File: src/hw/mem_consts.svh
`ifndef MEM_CONSTS_SVH
`define MEM_CONSTS_SVH

// Bus widths.
`define MEM_ADDR_W      32
`define MEM_DATA_W      32
`define MEM_SEL_W       4

// Process ID relocation.
`define MEM_PID_W       8
`define MEM_PID_SHIFT   25      // PID lands in the top address bits.

// Posted write entries, power of two.
`define STORE_BUF_DEPTH 16

`endif

File: src/hw/bus_pkg.sv
package bus_pkg;

        // Operation carried from the merger to the adapter.
        typedef enum logic {
                OP_READ  = 1'b0,
                OP_WRITE = 1'b1
        } bus_op_t;

        // Wishbone master state.
        typedef enum logic [1:0] {
                WB_IDLE  = 2'd0,
                WB_WRITE = 2'd1,        // Draining one store buffer entry.
                WB_READ  = 2'd2
        } wb_state_t;

endpackage

File: src/hw/port_pkg.sv
package port_pkg;

        // Which core port a request or ack belongs to.
        typedef enum logic {
                SRC_CODE = 1'b0,
                SRC_DATA = 1'b1
        } src_t;

        // Merger grant state.
        typedef enum logic [1:0] {
                GNT_NONE = 2'd0,
                GNT_CODE = 2'd1,
                GNT_DATA = 2'd2
        } grant_t;

endpackage

File: src/hw/req_stage.sv
`timescale 1ns/1ps
`include "mem_consts.svh"

module req_stage (
        input  logic                    i_clk,
        input  logic                    i_reset,
        input  logic [`MEM_PID_W-1:0]   i_pid,
        // Core code port.
        input  logic                    i_code_valid,
        input  logic [`MEM_ADDR_W-1:0]  i_code_adr,
        output logic                    o_code_ready,
        // Core data port.
        input  logic                    i_data_valid,
        input  logic                    i_data_we,
        input  logic [`MEM_ADDR_W-1:0]  i_data_adr,
        input  logic [`MEM_SEL_W-1:0]   i_data_sel,
        input  logic [`MEM_DATA_W-1:0]  i_data_wdat,
        output logic                    o_data_ready,
        // Toward the merger.
        output logic                    o_c_valid,
        output logic [`MEM_ADDR_W-1:0]  o_c_adr,
        input  logic                    i_c_ready,
        input  logic                    i_c_ack,
        output logic                    o_d_valid,
        output logic                    o_d_we,
        output logic [`MEM_ADDR_W-1:0]  o_d_adr,
        output logic [`MEM_SEL_W-1:0]   o_d_sel,
        output logic [`MEM_DATA_W-1:0]  o_d_wdat,
        input  logic                    i_d_ready,
        input  logic                    i_d_ack
);

logic                   c_busy, d_busy;         // Request held until its ack.
logic                   c_take, d_take;
logic [`MEM_ADDR_W-1:0] pid_off;

assign pid_off = {{(`MEM_ADDR_W-`MEM_PID_W){1'b0}}, i_pid} << `MEM_PID_SHIFT;
assign c_take  = i_code_valid && o_code_ready;
assign d_take  = i_data_valid && o_data_ready;

// Port control. o_*_valid drops once the merger takes it, busy drops on ack.
always_ff @(posedge i_clk) begin
        if (i_reset) begin
                c_busy       <= 1'b0;
                d_busy       <= 1'b0;
                o_c_valid    <= 1'b0;
                o_d_valid    <= 1'b0;
                o_code_ready <= 1'b0;
                o_data_ready <= 1'b0;
        end else begin
                if (c_take) begin
                        c_busy    <= 1'b1;
                        o_c_valid <= 1'b1;
                end else begin
                        if (o_c_valid && i_c_ready)
                                o_c_valid <= 1'b0;
                        if (i_c_ack)
                                c_busy <= 1'b0;
                end
                if (d_take) begin
                        d_busy    <= 1'b1;
                        o_d_valid <= 1'b1;
                end else begin
                        if (o_d_valid && i_d_ready)
                                o_d_valid <= 1'b0;
                        if (i_d_ack)
                                d_busy <= 1'b0;
                end
                o_code_ready <= !c_take && (!c_busy || i_c_ack); // Idle next cycle.
                o_data_ready <= !d_take && (!d_busy || i_d_ack);
        end
end

// Captured payload with relocation applied.
always_ff @(posedge i_clk) begin
        if (c_take)
                o_c_adr <= {i_code_adr[`MEM_ADDR_W-1:2], 2'b00} + pid_off; // Word aligned.
        if (d_take) begin
                o_d_we   <= i_data_we;
                o_d_adr  <= i_data_adr + pid_off;
                o_d_sel  <= i_data_sel;
                o_d_wdat <= i_data_wdat;
        end
end

// Acks come back through merger and adapter, so they must match a held request.
a_code_ack_busy: assert property (@(posedge i_clk) disable iff (i_reset) i_c_ack |-> c_busy);
a_data_ack_busy: assert property (@(posedge i_clk) disable iff (i_reset) i_d_ack |-> d_busy);

endmodule

File: src/hw/port_merger.sv
`timescale 1ns/1ps
`include "mem_consts.svh"

module port_merger (
        input  logic                    i_clk,
        input  logic                    i_reset,
        // Code side.
        input  logic                    i_c_valid,
        input  logic [`MEM_ADDR_W-1:0]  i_c_adr,
        output logic                    o_c_ready,
        output logic                    o_c_ack,
        // Data side.
        input  logic                    i_d_valid,
        input  logic                    i_d_we,
        input  logic [`MEM_ADDR_W-1:0]  i_d_adr,
        input  logic [`MEM_SEL_W-1:0]   i_d_sel,
        input  logic [`MEM_DATA_W-1:0]  i_d_wdat,
        output logic                    o_d_ready,
        output logic                    o_d_ack,
        // Toward the adapter.
        output logic                    o_valid,
        output bus_pkg::bus_op_t        o_op,
        output port_pkg::src_t          o_src,
        output logic [`MEM_ADDR_W-1:0]  o_adr,
        output logic [`MEM_SEL_W-1:0]   o_sel,
        output logic [`MEM_DATA_W-1:0]  o_wdat,
        input  logic                    i_ready,
        input  logic                    i_ack,
        input  port_pkg::src_t          i_ack_src
);

port_pkg::grant_t       r_grant;
port_pkg::src_t         r_last;         // Port served last.

// Grant FSM. Returns to GNT_NONE after every transfer.
always_ff @(posedge i_clk) begin
        if (i_reset) begin
                r_grant <= port_pkg::GNT_NONE;
                r_last  <= port_pkg::SRC_DATA;  // Code wins the first tie.
        end else begin
                case (r_grant)
                port_pkg::GNT_NONE: begin
                        if (i_c_valid && (!i_d_valid || r_last == port_pkg::SRC_DATA))
                                r_grant <= port_pkg::GNT_CODE;
                        else if (i_d_valid)
                                r_grant <= port_pkg::GNT_DATA;
                end
                port_pkg::GNT_CODE: begin
                        if (i_c_valid && i_ready) begin
                                r_grant <= port_pkg::GNT_NONE;
                                r_last  <= port_pkg::SRC_CODE;
                        end
                end
                port_pkg::GNT_DATA: begin
                        if (i_d_valid && i_ready) begin
                                r_grant <= port_pkg::GNT_NONE;
                                r_last  <= port_pkg::SRC_DATA;
                        end
                end
                default: r_grant <= port_pkg::GNT_NONE;
                endcase
        end
end

// Payload mux.
always_comb begin
        o_valid = 1'b0;
        o_op    = bus_pkg::OP_READ;     // Code only fetches.
        o_src   = port_pkg::SRC_CODE;
        o_adr   = i_c_adr;
        o_sel   = '1;                   // Full word.
        o_wdat  = '0;
        if (r_grant == port_pkg::GNT_CODE) begin
                o_valid = i_c_valid;
        end else if (r_grant == port_pkg::GNT_DATA) begin
                o_valid = i_d_valid;
                o_op    = i_d_we ? bus_pkg::OP_WRITE : bus_pkg::OP_READ;
                o_src   = port_pkg::SRC_DATA;
                o_adr   = i_d_adr;
                o_sel   = i_d_sel;
                o_wdat  = i_d_wdat;
        end
end

assign o_c_ready = (r_grant == port_pkg::GNT_CODE) && i_ready;
assign o_d_ready = (r_grant == port_pkg::GNT_DATA) && i_ready;

// Ack demux by tag.
assign o_c_ack = i_ack && (i_ack_src == port_pkg::SRC_CODE);
assign o_d_ack = i_ack && (i_ack_src == port_pkg::SRC_DATA);

// A granted port keeps its request up until the transfer.
a_c_ready_valid: assert property (@(posedge i_clk) disable iff (i_reset)
        o_c_ready |-> i_c_valid);
a_d_ready_valid: assert property (@(posedge i_clk) disable iff (i_reset)
        o_d_ready |-> i_d_valid);

endmodule

File: src/hw/wb_store_adapter.sv
`timescale 1ns/1ps
`include "mem_consts.svh"

module wb_store_adapter (
        input  logic                    i_clk,
        input  logic                    i_reset,
        // From the merger.
        input  logic                    i_valid,
        input  bus_pkg::bus_op_t        i_op,
        input  port_pkg::src_t          i_src,
        input  logic [`MEM_ADDR_W-1:0]  i_adr,
        input  logic [`MEM_SEL_W-1:0]   i_sel,
        input  logic [`MEM_DATA_W-1:0]  i_wdat,
        output logic                    o_ready,
        output logic                    o_ack,
        output port_pkg::src_t          o_ack_src,
        output logic [`MEM_DATA_W-1:0]  o_rdata,
        // Wishbone master.
        output logic                    o_wb_cyc,
        output logic                    o_wb_stb,
        output logic                    o_wb_we,
        output logic [`MEM_ADDR_W-1:0]  o_wb_adr,
        output logic [`MEM_SEL_W-1:0]   o_wb_sel,
        output logic [`MEM_DATA_W-1:0]  o_wb_dat,
        input  logic                    i_wb_ack,
        input  logic [`MEM_DATA_W-1:0]  i_wb_dat
);

localparam int                  PTR_W    = $clog2(`STORE_BUF_DEPTH);
localparam logic [PTR_W:0]      FULL_CNT = `STORE_BUF_DEPTH;

logic [`MEM_ADDR_W-1:0] buf_adr [`STORE_BUF_DEPTH];
logic [`MEM_SEL_W-1:0]  buf_sel [`STORE_BUF_DEPTH];
logic [`MEM_DATA_W-1:0] buf_dat [`STORE_BUF_DEPTH];
logic [PTR_W-1:0]       wr_ptr, rd_ptr;
logic [PTR_W:0]         count;
bus_pkg::wb_state_t     state;
port_pkg::src_t         rd_src;         // Owner of the read on the bus.
logic                   fifo_full, fifo_empty;
logic                   push, pop, take_rd, rd_done;

assign fifo_full  = (count == FULL_CNT);
assign fifo_empty = (count == '0);

// Reads wait for an empty buffer so they see every earlier store.
// Writes wait out a read so the two acks never land together.
assign o_ready = (i_op == bus_pkg::OP_WRITE) ?
                 (!fifo_full && state != bus_pkg::WB_READ) :
                 (fifo_empty && state == bus_pkg::WB_IDLE);

assign push    = i_valid && o_ready && (i_op == bus_pkg::OP_WRITE);
assign take_rd = i_valid && o_ready && (i_op == bus_pkg::OP_READ);
assign pop     = (state == bus_pkg::WB_IDLE) && !fifo_empty;
assign rd_done = (state == bus_pkg::WB_READ) && i_wb_ack;

// Store buffer.
always_ff @(posedge i_clk) begin
        if (push) begin
                buf_adr[wr_ptr] <= i_adr;
                buf_sel[wr_ptr] <= i_sel;
                buf_dat[wr_ptr] <= i_wdat;
        end
end

always_ff @(posedge i_clk) begin
        if (i_reset) begin
                wr_ptr <= '0;
                rd_ptr <= '0;
                count  <= '0;
        end else begin
                if (push)
                        wr_ptr <= wr_ptr + 1'b1;
                if (pop)
                        rd_ptr <= rd_ptr + 1'b1;
                case ({push, pop})
                2'b10:   count <= count + 1'b1;
                2'b01:   count <= count - 1'b1;
                default: count <= count;
                endcase
        end
end

// Bus FSM and ack generation.
always_ff @(posedge i_clk) begin
        if (i_reset) begin
                state    <= bus_pkg::WB_IDLE;
                o_wb_cyc <= 1'b0;
                o_wb_stb <= 1'b0;
                o_ack    <= 1'b0;
        end else begin
                o_ack <= push || rd_done;       // Posted writes ack right away.
                case (state)
                bus_pkg::WB_IDLE: begin
                        if (take_rd) begin
                                state    <= bus_pkg::WB_READ;
                                o_wb_cyc <= 1'b1;
                                o_wb_stb <= 1'b1;
                        end else if (pop) begin
                                state    <= bus_pkg::WB_WRITE;
                                o_wb_cyc <= 1'b1;
                                o_wb_stb <= 1'b1;
                        end
                end
                bus_pkg::WB_WRITE, bus_pkg::WB_READ: begin
                        if (i_wb_ack) begin
                                state    <= bus_pkg::WB_IDLE;
                                o_wb_cyc <= 1'b0;
                                o_wb_stb <= 1'b0;
                        end
                end
                default: state <= bus_pkg::WB_IDLE;
                endcase
        end
end

// Cycle payload and response data.
always_ff @(posedge i_clk) begin
        if (take_rd) begin
                o_wb_we  <= 1'b0;
                o_wb_adr <= i_adr;
                o_wb_sel <= i_sel;
                o_wb_dat <= i_wdat;
                rd_src   <= i_src;
        end else if (pop) begin
                o_wb_we  <= 1'b1;
                o_wb_adr <= buf_adr[rd_ptr];
                o_wb_sel <= buf_sel[rd_ptr];
                o_wb_dat <= buf_dat[rd_ptr];
        end
        if (rd_done)
                o_rdata <= i_wb_dat;
        if (push)
                o_ack_src <= i_src;
        else if (rd_done)
                o_ack_src <= rd_src;
end

// Bus payload holds until the slave acks.
a_wb_stable: assert property (@(posedge i_clk) disable iff (i_reset)
        o_wb_stb && !i_wb_ack |=> $stable({o_wb_we, o_wb_adr, o_wb_sel, o_wb_dat}));
// A read goes out only with the store buffer drained.
a_rd_drained: assert property (@(posedge i_clk) disable iff (i_reset)
        state == bus_pkg::WB_READ |-> fifo_empty);

endmodule

File: src/hw/mem_subsys_top.sv
`timescale 1ns/1ps
`include "mem_consts.svh"

module mem_subsys_top (
        input  logic                    i_clk,
        input  logic                    i_reset,
        input  logic [`MEM_PID_W-1:0]   i_pid,
        // Core code port.
        input  logic                    i_code_valid,
        input  logic [`MEM_ADDR_W-1:0]  i_code_adr,
        output logic                    o_code_ready,
        output logic                    o_code_ack,
        output logic [`MEM_DATA_W-1:0]  o_code_rdata,
        // Core data port.
        input  logic                    i_data_valid,
        input  logic                    i_data_we,
        input  logic [`MEM_ADDR_W-1:0]  i_data_adr,
        input  logic [`MEM_SEL_W-1:0]   i_data_sel,
        input  logic [`MEM_DATA_W-1:0]  i_data_wdat,
        output logic                    o_data_ready,
        output logic                    o_data_ack,
        output logic [`MEM_DATA_W-1:0]  o_data_rdata,
        // Wishbone.
        output logic                    o_wb_cyc,
        output logic                    o_wb_stb,
        output logic                    o_wb_we,
        output logic [`MEM_ADDR_W-1:0]  o_wb_adr,
        output logic [`MEM_SEL_W-1:0]   o_wb_sel,
        output logic [`MEM_DATA_W-1:0]  o_wb_dat,
        input  logic                    i_wb_ack,
        input  logic [`MEM_DATA_W-1:0]  i_wb_dat
);

logic                   reset;
logic                   c_valid, c_ready;
logic [`MEM_ADDR_W-1:0] c_adr;
logic                   d_valid, d_we, d_ready;
logic [`MEM_ADDR_W-1:0] d_adr;
logic [`MEM_SEL_W-1:0]  d_sel;
logic [`MEM_DATA_W-1:0] d_wdat;
logic                   m_valid, m_ready, m_ack;
bus_pkg::bus_op_t       m_op;
port_pkg::src_t         m_src, m_ack_src;
logic [`MEM_ADDR_W-1:0] m_adr;
logic [`MEM_SEL_W-1:0]  m_sel;
logic [`MEM_DATA_W-1:0] m_wdat, m_rdata;

// Internal reset, one cycle behind the pin.
always_ff @(posedge i_clk)
        reset <= i_reset;

// Both ports share the adapter's read register, the ack says who owns it.
assign o_code_rdata = m_rdata;
assign o_data_rdata = m_rdata;

req_stage u_req_stage (
        .i_clk(i_clk), .i_reset(reset), .i_pid(i_pid),
        .i_code_valid(i_code_valid), .i_code_adr(i_code_adr), .o_code_ready(o_code_ready),
        .i_data_valid(i_data_valid), .i_data_we(i_data_we), .i_data_adr(i_data_adr),
        .i_data_sel(i_data_sel), .i_data_wdat(i_data_wdat), .o_data_ready(o_data_ready),
        .o_c_valid(c_valid), .o_c_adr(c_adr), .i_c_ready(c_ready), .i_c_ack(o_code_ack),
        .o_d_valid(d_valid), .o_d_we(d_we), .o_d_adr(d_adr), .o_d_sel(d_sel),
        .o_d_wdat(d_wdat), .i_d_ready(d_ready), .i_d_ack(o_data_ack)
);

// Acks from the merger go to the core and back to req_stage.
port_merger u_port_merger (
        .i_clk(i_clk), .i_reset(reset),
        .i_c_valid(c_valid), .i_c_adr(c_adr), .o_c_ready(c_ready), .o_c_ack(o_code_ack),
        .i_d_valid(d_valid), .i_d_we(d_we), .i_d_adr(d_adr), .i_d_sel(d_sel),
        .i_d_wdat(d_wdat), .o_d_ready(d_ready), .o_d_ack(o_data_ack),
        .o_valid(m_valid), .o_op(m_op), .o_src(m_src), .o_adr(m_adr), .o_sel(m_sel),
        .o_wdat(m_wdat), .i_ready(m_ready), .i_ack(m_ack), .i_ack_src(m_ack_src)
);

wb_store_adapter u_wb_store_adapter (
        .i_clk(i_clk), .i_reset(reset),
        .i_valid(m_valid), .i_op(m_op), .i_src(m_src), .i_adr(m_adr), .i_sel(m_sel),
        .i_wdat(m_wdat), .o_ready(m_ready), .o_ack(m_ack), .o_ack_src(m_ack_src),
        .o_rdata(m_rdata),
        .o_wb_cyc(o_wb_cyc), .o_wb_stb(o_wb_stb), .o_wb_we(o_wb_we), .o_wb_adr(o_wb_adr),
        .o_wb_sel(o_wb_sel), .o_wb_dat(o_wb_dat), .i_wb_ack(i_wb_ack), .i_wb_dat(i_wb_dat)
);

endmodule

File: config.mk
export PLATFORM = sky130hd
export DESIGN_NAME = mem_subsys_top
export DESIGN_NICKNAME = d
export VERILOG_FILES = /design/src/hw/bus_pkg.sv /design/src/hw/port_pkg.sv /design/src/hw/req_stage.sv /design/src/hw/port_merger.sv /design/src/hw/wb_store_adapter.sv /design/src/hw/mem_subsys_top.sv
export VERILOG_INCLUDE_DIRS = /design/src /design/src/hw
export SDC_FILE = /design/constraint.sdc
export NUM_CORES = 1
export LEC_CHECK = 0
export BUFFER_PORTS_ARGS = -buffer_cell sky130_fd_sc_hd__buf_2
export CORE_MARGIN = 2
export CORE_UTILIZATION = 49
export DETAILED_ROUTE_END_ITERATION = 16
export PLACE_DENSITY = 0.69
export SYNTH_ARGS = -nofsm -noshare
export SYNTH_HDL_FRONTEND = slang
export SYNTH_HIERARCHICAL = 1
export SYNTH_SLANG_ARGS = --single-unit
File: constraint.sdc
create_clock -name i_clk -period 7.1 [get_ports i_clk]
set_clock_uncertainty 0.1 [all_clocks]
set_input_delay 1.065 -clock i_clk [delete_from_list [all_inputs] [get_ports i_clk]]
set_output_delay 1.065 -clock i_clk [all_outputs]
set_load 0.01 [all_outputs]
### After elaboration in Yosys (flattened, before gate mapping)

Memories as Yosys holds them, arrays and structs flattened. A register that Yosys moved wholly into a read port is not among the register bits.
Cells that the tools add are included.

* $add $sub $neg: 6
* eq/ne operators: 13
* muxes and demuxes: 55
* bitwise gates (word level): 2
* reductions and logical operators: 48

Operators by type and width (count)
* 2-to-1 mux 32 bit: 8
* adder 32 bit: 2
* 2-to-1 mux 4 bit: 10
* 2-to-1 mux 1 bit: 25
* logical AND 1 bit: 20
* nonzero test 2 bit: 9
* 2-to-1 mux 2 bit: 7
* one-hot mux 5 bit (2 select lines): 1
* AND reduction 3 bit: 3
* adder 4 x 1 -> 4 bit (second input constant): 2
* logical NOT 1 bit: 7
* == test 2 x 1 -> 1 bit (second input constant): 3
* == test 2 bit (second input constant): 3
* one-hot mux 2 bit (3 select lines): 1
* adder 5 x 1 -> 5 bit (second input constant): 1
* == test 5 bit (second input constant): 1
* logical NOT 5 bit: 1
* subtractor 5 x 1 -> 5 bit (second input constant): 1
* logical NOT 2 bit: 2
* logical OR 1 bit: 4
* inequality test 2 x 1 -> 1 bit (second input constant): 2
* inequality test 2 bit (second input constant): 2
* one-hot mux 1 bit (2 select lines): 2
* one-hot mux 2 bit (2 select lines): 1
* other kinds (5): 6

* bits in registers: 231
* RAM bits: 1088
* input bits: 146
* output and inout port bits: 139
* word-level logic and storage cells: 154
* memories: 3

Memory list
* u_wb_store_adapter.buf_adr: words 16, bits a word 32, read ports 1, clocked after memory_dff 1, wr ports 1, RTL line wb_store_adapter.sv:32 `` logic [`MEM_ADDR_W-1:0] buf_adr [`STORE_BUF_DEPTH]; ``
* u_wb_store_adapter.buf_dat: words 16, bits a word 32, read ports 1, clocked after memory_dff 1, wr ports 1, RTL line wb_store_adapter.sv:34 `` logic [`MEM_DATA_W-1:0] buf_dat [`STORE_BUF_DEPTH]; ``
* u_wb_store_adapter.buf_sel: words 16, bits a word 4, read ports 1, clocked after memory_dff 1, wr ports 1, RTL line wb_store_adapter.sv:33 `` logic [`MEM_SEL_W-1:0] buf_sel [`STORE_BUF_DEPTH]; ``

### Logic depth before layout (Yosys ltp)

* depth after elaboration: 8
* gate-level depth with buffers: 15
* mapped depth without buffers: 12

### Hierarchy

Netlist, hierarchy kept.

Modules (own cells, without submodules)
* wb_store_adapter: times used 1, cells each 2003, area an instance 45740.1 um2, sequential area each 36174.7 um2
* req_stage: times used 1, cells each 189, area an instance 3693.5 um2, sequential area each 3093.0 um2
* port_merger: times used 1, cells each 101, area an instance 854.6 um2, sequential area each 60.1 um2
* mem_subsys_top: times used 1, cells each 33, area an instance 260.2 um2, sequential area each 20.0 um2

### Worst setup path before layout

No wires, ideal clock.

* kind: reg2reg
* start: register u_port_merger.r_grant[1]
* end: memory u_wb_store_adapter/buf_adr[2][0] (netlist name), enable pin
* library setup time: 578 ps
* arrival: 6212 ps
* data required time: 6422 ps
* slack: 211 ps
* cell stages (with the launch flop): 9
* path buffers: 2
* period minus slack after synthesis: 6889 ps
* cells stage by stage: dfxtp_1 > nor2b_2 > buf_6 > buf_2 > a22o_1 > nand3b_1 > a21oi_2 > nand2_1 > nor3_1

* elaborated cells between the ends (all ways): 11
* classes of those cells: 2 x eq/ne; 7 x mux; 2 x reduce/logical

RTL lines
* start: declaration: RTL line port_merger.sv:32 `port_pkg::grant_t r_grant;`
* start signal: assignment: RTL line port_merger.sv:38 `r_grant <= port_pkg::GNT_NONE;`
* start signal: assignment: RTL line port_merger.sv:44 `r_grant <= port_pkg::GNT_CODE;`
* start signal: assignment: RTL line port_merger.sv:46 `r_grant <= port_pkg::GNT_DATA;`
* == test 2 bit: RTL line port_merger.sv:75 `end else if (r_grant == port_pkg::GNT_DATA) begin`
* 2-to-1 mux 1 bit: RTL line port_merger.sv:75
* 2-to-1 mux 1 bit *: RTL line port_merger.sv:73 `if (r_grant == port_pkg::GNT_CODE) begin`
* named net m_valid: RTL line mem_subsys_top.sv:41 `logic m_valid, m_ready, m_ack;`
* logical AND 1 bit * (2 in a row): RTL line wb_store_adapter.sv:51 `assign push = i_valid && o_ready && (i_op == bus_pkg::OP_WRITE);`
* 2-to-1 mux 1 bit *: RTL line wb_store_adapter.sv:58 `if (push) begin`
* 2-to-1 mux 1 bit (not written as such) *: RTL line wb_store_adapter.sv:59 `buf_adr[wr_ptr] <= i_adr;`
* end: declaration: RTL line wb_store_adapter.sv:32

The timed path passes the listed nets; every way through them passes the cells marked *.

### Worst setup path after layout

* start: register u_port_merger.r_grant[1]
* end: memory u_wb_store_adapter/buf_dat[5][16] (netlist name), enable pin

* elaborated cells between the ends (all ways): 11
* classes of those cells: 2 x eq/ne; 7 x mux; 2 x reduce/logical

RTL lines
* == test 2 bit: RTL line port_merger.sv:75
* 2-to-1 mux 1 bit: RTL line port_merger.sv:75
* 2-to-1 mux 1 bit *: RTL line port_merger.sv:73
* named net m_valid: RTL line mem_subsys_top.sv:41
* logical AND 1 bit * (2 in a row): RTL line wb_store_adapter.sv:51
* 2-to-1 mux 1 bit *: RTL line wb_store_adapter.sv:58
* 2-to-1 mux 1 bit (not written as such) *: RTL line wb_store_adapter.sv:61 `buf_dat[wr_ptr] <= i_wdat;`
* end: declaration: RTL line wb_store_adapter.sv:34

Marks and branches as above.

==> out/results.ini <==
[synth]
synth_warnings=6
synth_most_common_cell=edfxtp_1
ys.flop_type=edfxtp_1
synth-seq-cells=1321
synthTopCellsByCount=1,289 x edfxtp_1, 272 x mux4_2, 137 x o22ai_1
synthTopCellsByArea=edfxtp_1 77%, mux4_2 12%, mux2_2 2.3%
synth_edf_count=1289
ys_seq_area_share_pct=77.84
synth_area_um2=50550
synthCells=2326
synth_top_area_share_pct=76.57
synth_top_cell_by_area=edfxtp_1
async_flop_share_pct=0
postSynthAreaPerCell_um2=21.73
synth_cell_types=56

[worst_setup_path]
worstPathCellList=nor2b_4 > buf_4 > a22o_1 > nand3b_1 > a21oi_2 > nand2_1 > nor2_4 > buf_4 > buf_4
critical-path-top-delay-family=buffers and inverters
crit_required_ns=7.37
critPathLaunch=u_port_merger/r_grant[1]
end_kind=flip-flop
cp_common_cell=buf_4
reg2reg_from=u_port_merger/r_grant[1]
worst_path_max_delay_cell=buf_4
max_stage_delay_ns=0.71
cp.arrival_ns=4.62
crit_buf_inv=3
path_max_fanout=40
path_class=flip-flop to flip-flop
cp-start-kind=flip-flop

[global_routing]
grt_max_degree=139
grt_pass1_wl_mm=162.9
grt_pass1_vias=25726
grt_overflow_total=0
antenna_found_initial=5
grt_use_total_pct=20.78

[drt]
drt_iter0_markers=2350
wirelength_mm=109.5
wl_met2_mm=55.36
vias_per_cell=5.903
first_pass_iters=5
vias=24230
wire_per_inst_um=26.67
drc=0
dr.max_layer_used=met4
wl_met3_mm=6.700
met1_length_mm=45.37
postRouteAntennaNets=0

[place]
gp_congestion=0.7876
post-dp-hpwl_mm=55.98
dp_cells=3863
numPortBuffers=281
place_ws_ns=2.727
placed_area_um2=53320

[cells_and_area]
fill_cells=7457
fin_area_um2=57670
areaGrowthSynthToFinish_pct=14.08
post-route-util_pct=56.52
stdcell_count=4105
drive_above_1_share_pct=33.83
n_antenna_cell=0
nNetsFinal=2803

[clocking]
postCtsSetupRepairBufs=0
path_clk_slew_ns=0.06
cts_sinks=1321
max-clock-path-buffers=3
cts_made_buffers=135
tritoncts=built
clk_latency_ns=0.73
cts-htree-levels=4
root_buffer=clkbuf_16
ctsHoldBuffers=0
cts_resized=0

[min_path]
min_path_type=input port to flip-flop
hold_start=i_reset

[sta]
setup_slack_ns=2.751
slew_violations=0
finalSetupTns_ns=0
worstMarginPinSlew_ns=1.246
finalSetupViolCount=0
fmax_mhz=229.9
relSlewSlack_pct=16.75
rsz0062_at_grt=no
fin_crit_ns=4.349
fin_crit_sh_pct=61.26
hold_slack_ns=0.3561
finalHoldViolCount=0

[die]
rows=117
fp.dieW_um=325.2
initial_core_util_pct=49.54
die_h_um=325.2
core_um2=102000
io-pin-count=285
dieArea_um2=105700

[power]
p_leak_nw=18.49
total_power_mw=18.58
ir_drop_mv=0.2469
power_density_nw_per_um2=322.1

[job]
maxCapViolations=0

[status]
status=finished, final reports clean

cell usage in the layout, fill, tap and decap left out, types with 6 or more instances in the layout:
cell and n:
mux2_2 103, mux4_2 272, clkbuf_16 138, o21ai_0 9
buf_4 40, clkinv_1 27, nor2_4 12, nand2_1 19
inv_1 17, ha_1 23, clkinvlp_4 6, xnor2_1 8
dfxtp_1 29, clkbuf_1 25, buf_12 6, nand3_1 6
edfxtp_1 1289, nor2b_1 10, nor2_1 20, nand2b_1 15
a21oi_1 86, clkinv_2 22, o22ai_1 137, xor2_1 9
and2_1 36, bufinv_16 14, inv_6 6, buf_2 281
power breakdown:
group	total (mW)	internal (mW)	switching, mW
Clock	6.97	4.08	2.89
Sequential	9.33	9.06	0.276
Combinational	2.27	0.812	1.46
final cells by class:
type	instances	area, um^2	area share [%]
clock inverter	79	798.3	1.384
timing repair buffer	327	1827	3.168
inverter	19	73.82	0.1280
multi-input combinational	828	10350	17.95
sequential	1321	39360	68.25
clock buffer	163	3547	6.151
tap	1368	1712	2.968
cells by family after synthesis:
kind of cell	synth area share [%]
AOI/OAI and AO/OA	3.210
xor gates and xnor gates	0.2946
adders and majority gates	0.6485
buffers and inverters	1.975
DFF	77.84
muxes	14.47
other	0.007419
and+or+nand+nor	1.550
worst paths after layout:
check	cells past startpoint	slack (ns)	endpoint
min reg2reg	1	0.36	u_wb_store_adapter/o_wb_we
min	1	0.36	reset
max reg2reg	9	2.75	u_wb_store_adapter/buf_dat[5][16]
max	9	2.75	u_wb_store_adapter/buf_dat[5][16]
flip-flops by register name, indices dropped and copies added (netlist names), 5 cells and up, named ones only:
register,flops
u_req_stage/o_c_adr,30
u_wb_store_adapter/buf_sel,64
u_req_stage/o_d_wdat,32
u_wb_store_adapter/o_wb_adr,32
u_wb_store_adapter/o_rdata,32
u_wb_store_adapter/o_wb_dat,32
u_wb_store_adapter/count,5
u_req_stage/o_d_adr,32
u_wb_store_adapter/buf_dat,512
u_wb_store_adapter/buf_adr,512
per-layer routing:
layer  vias to the layer above  GRT usage (%)
met5                         -              0
met4                         0          5.435
li1                      10300              -
met1                     12891          28.35
met2                       868          35.00
met3                       171          3.476
Note: power is estimated with default switching activity, not from simulation.
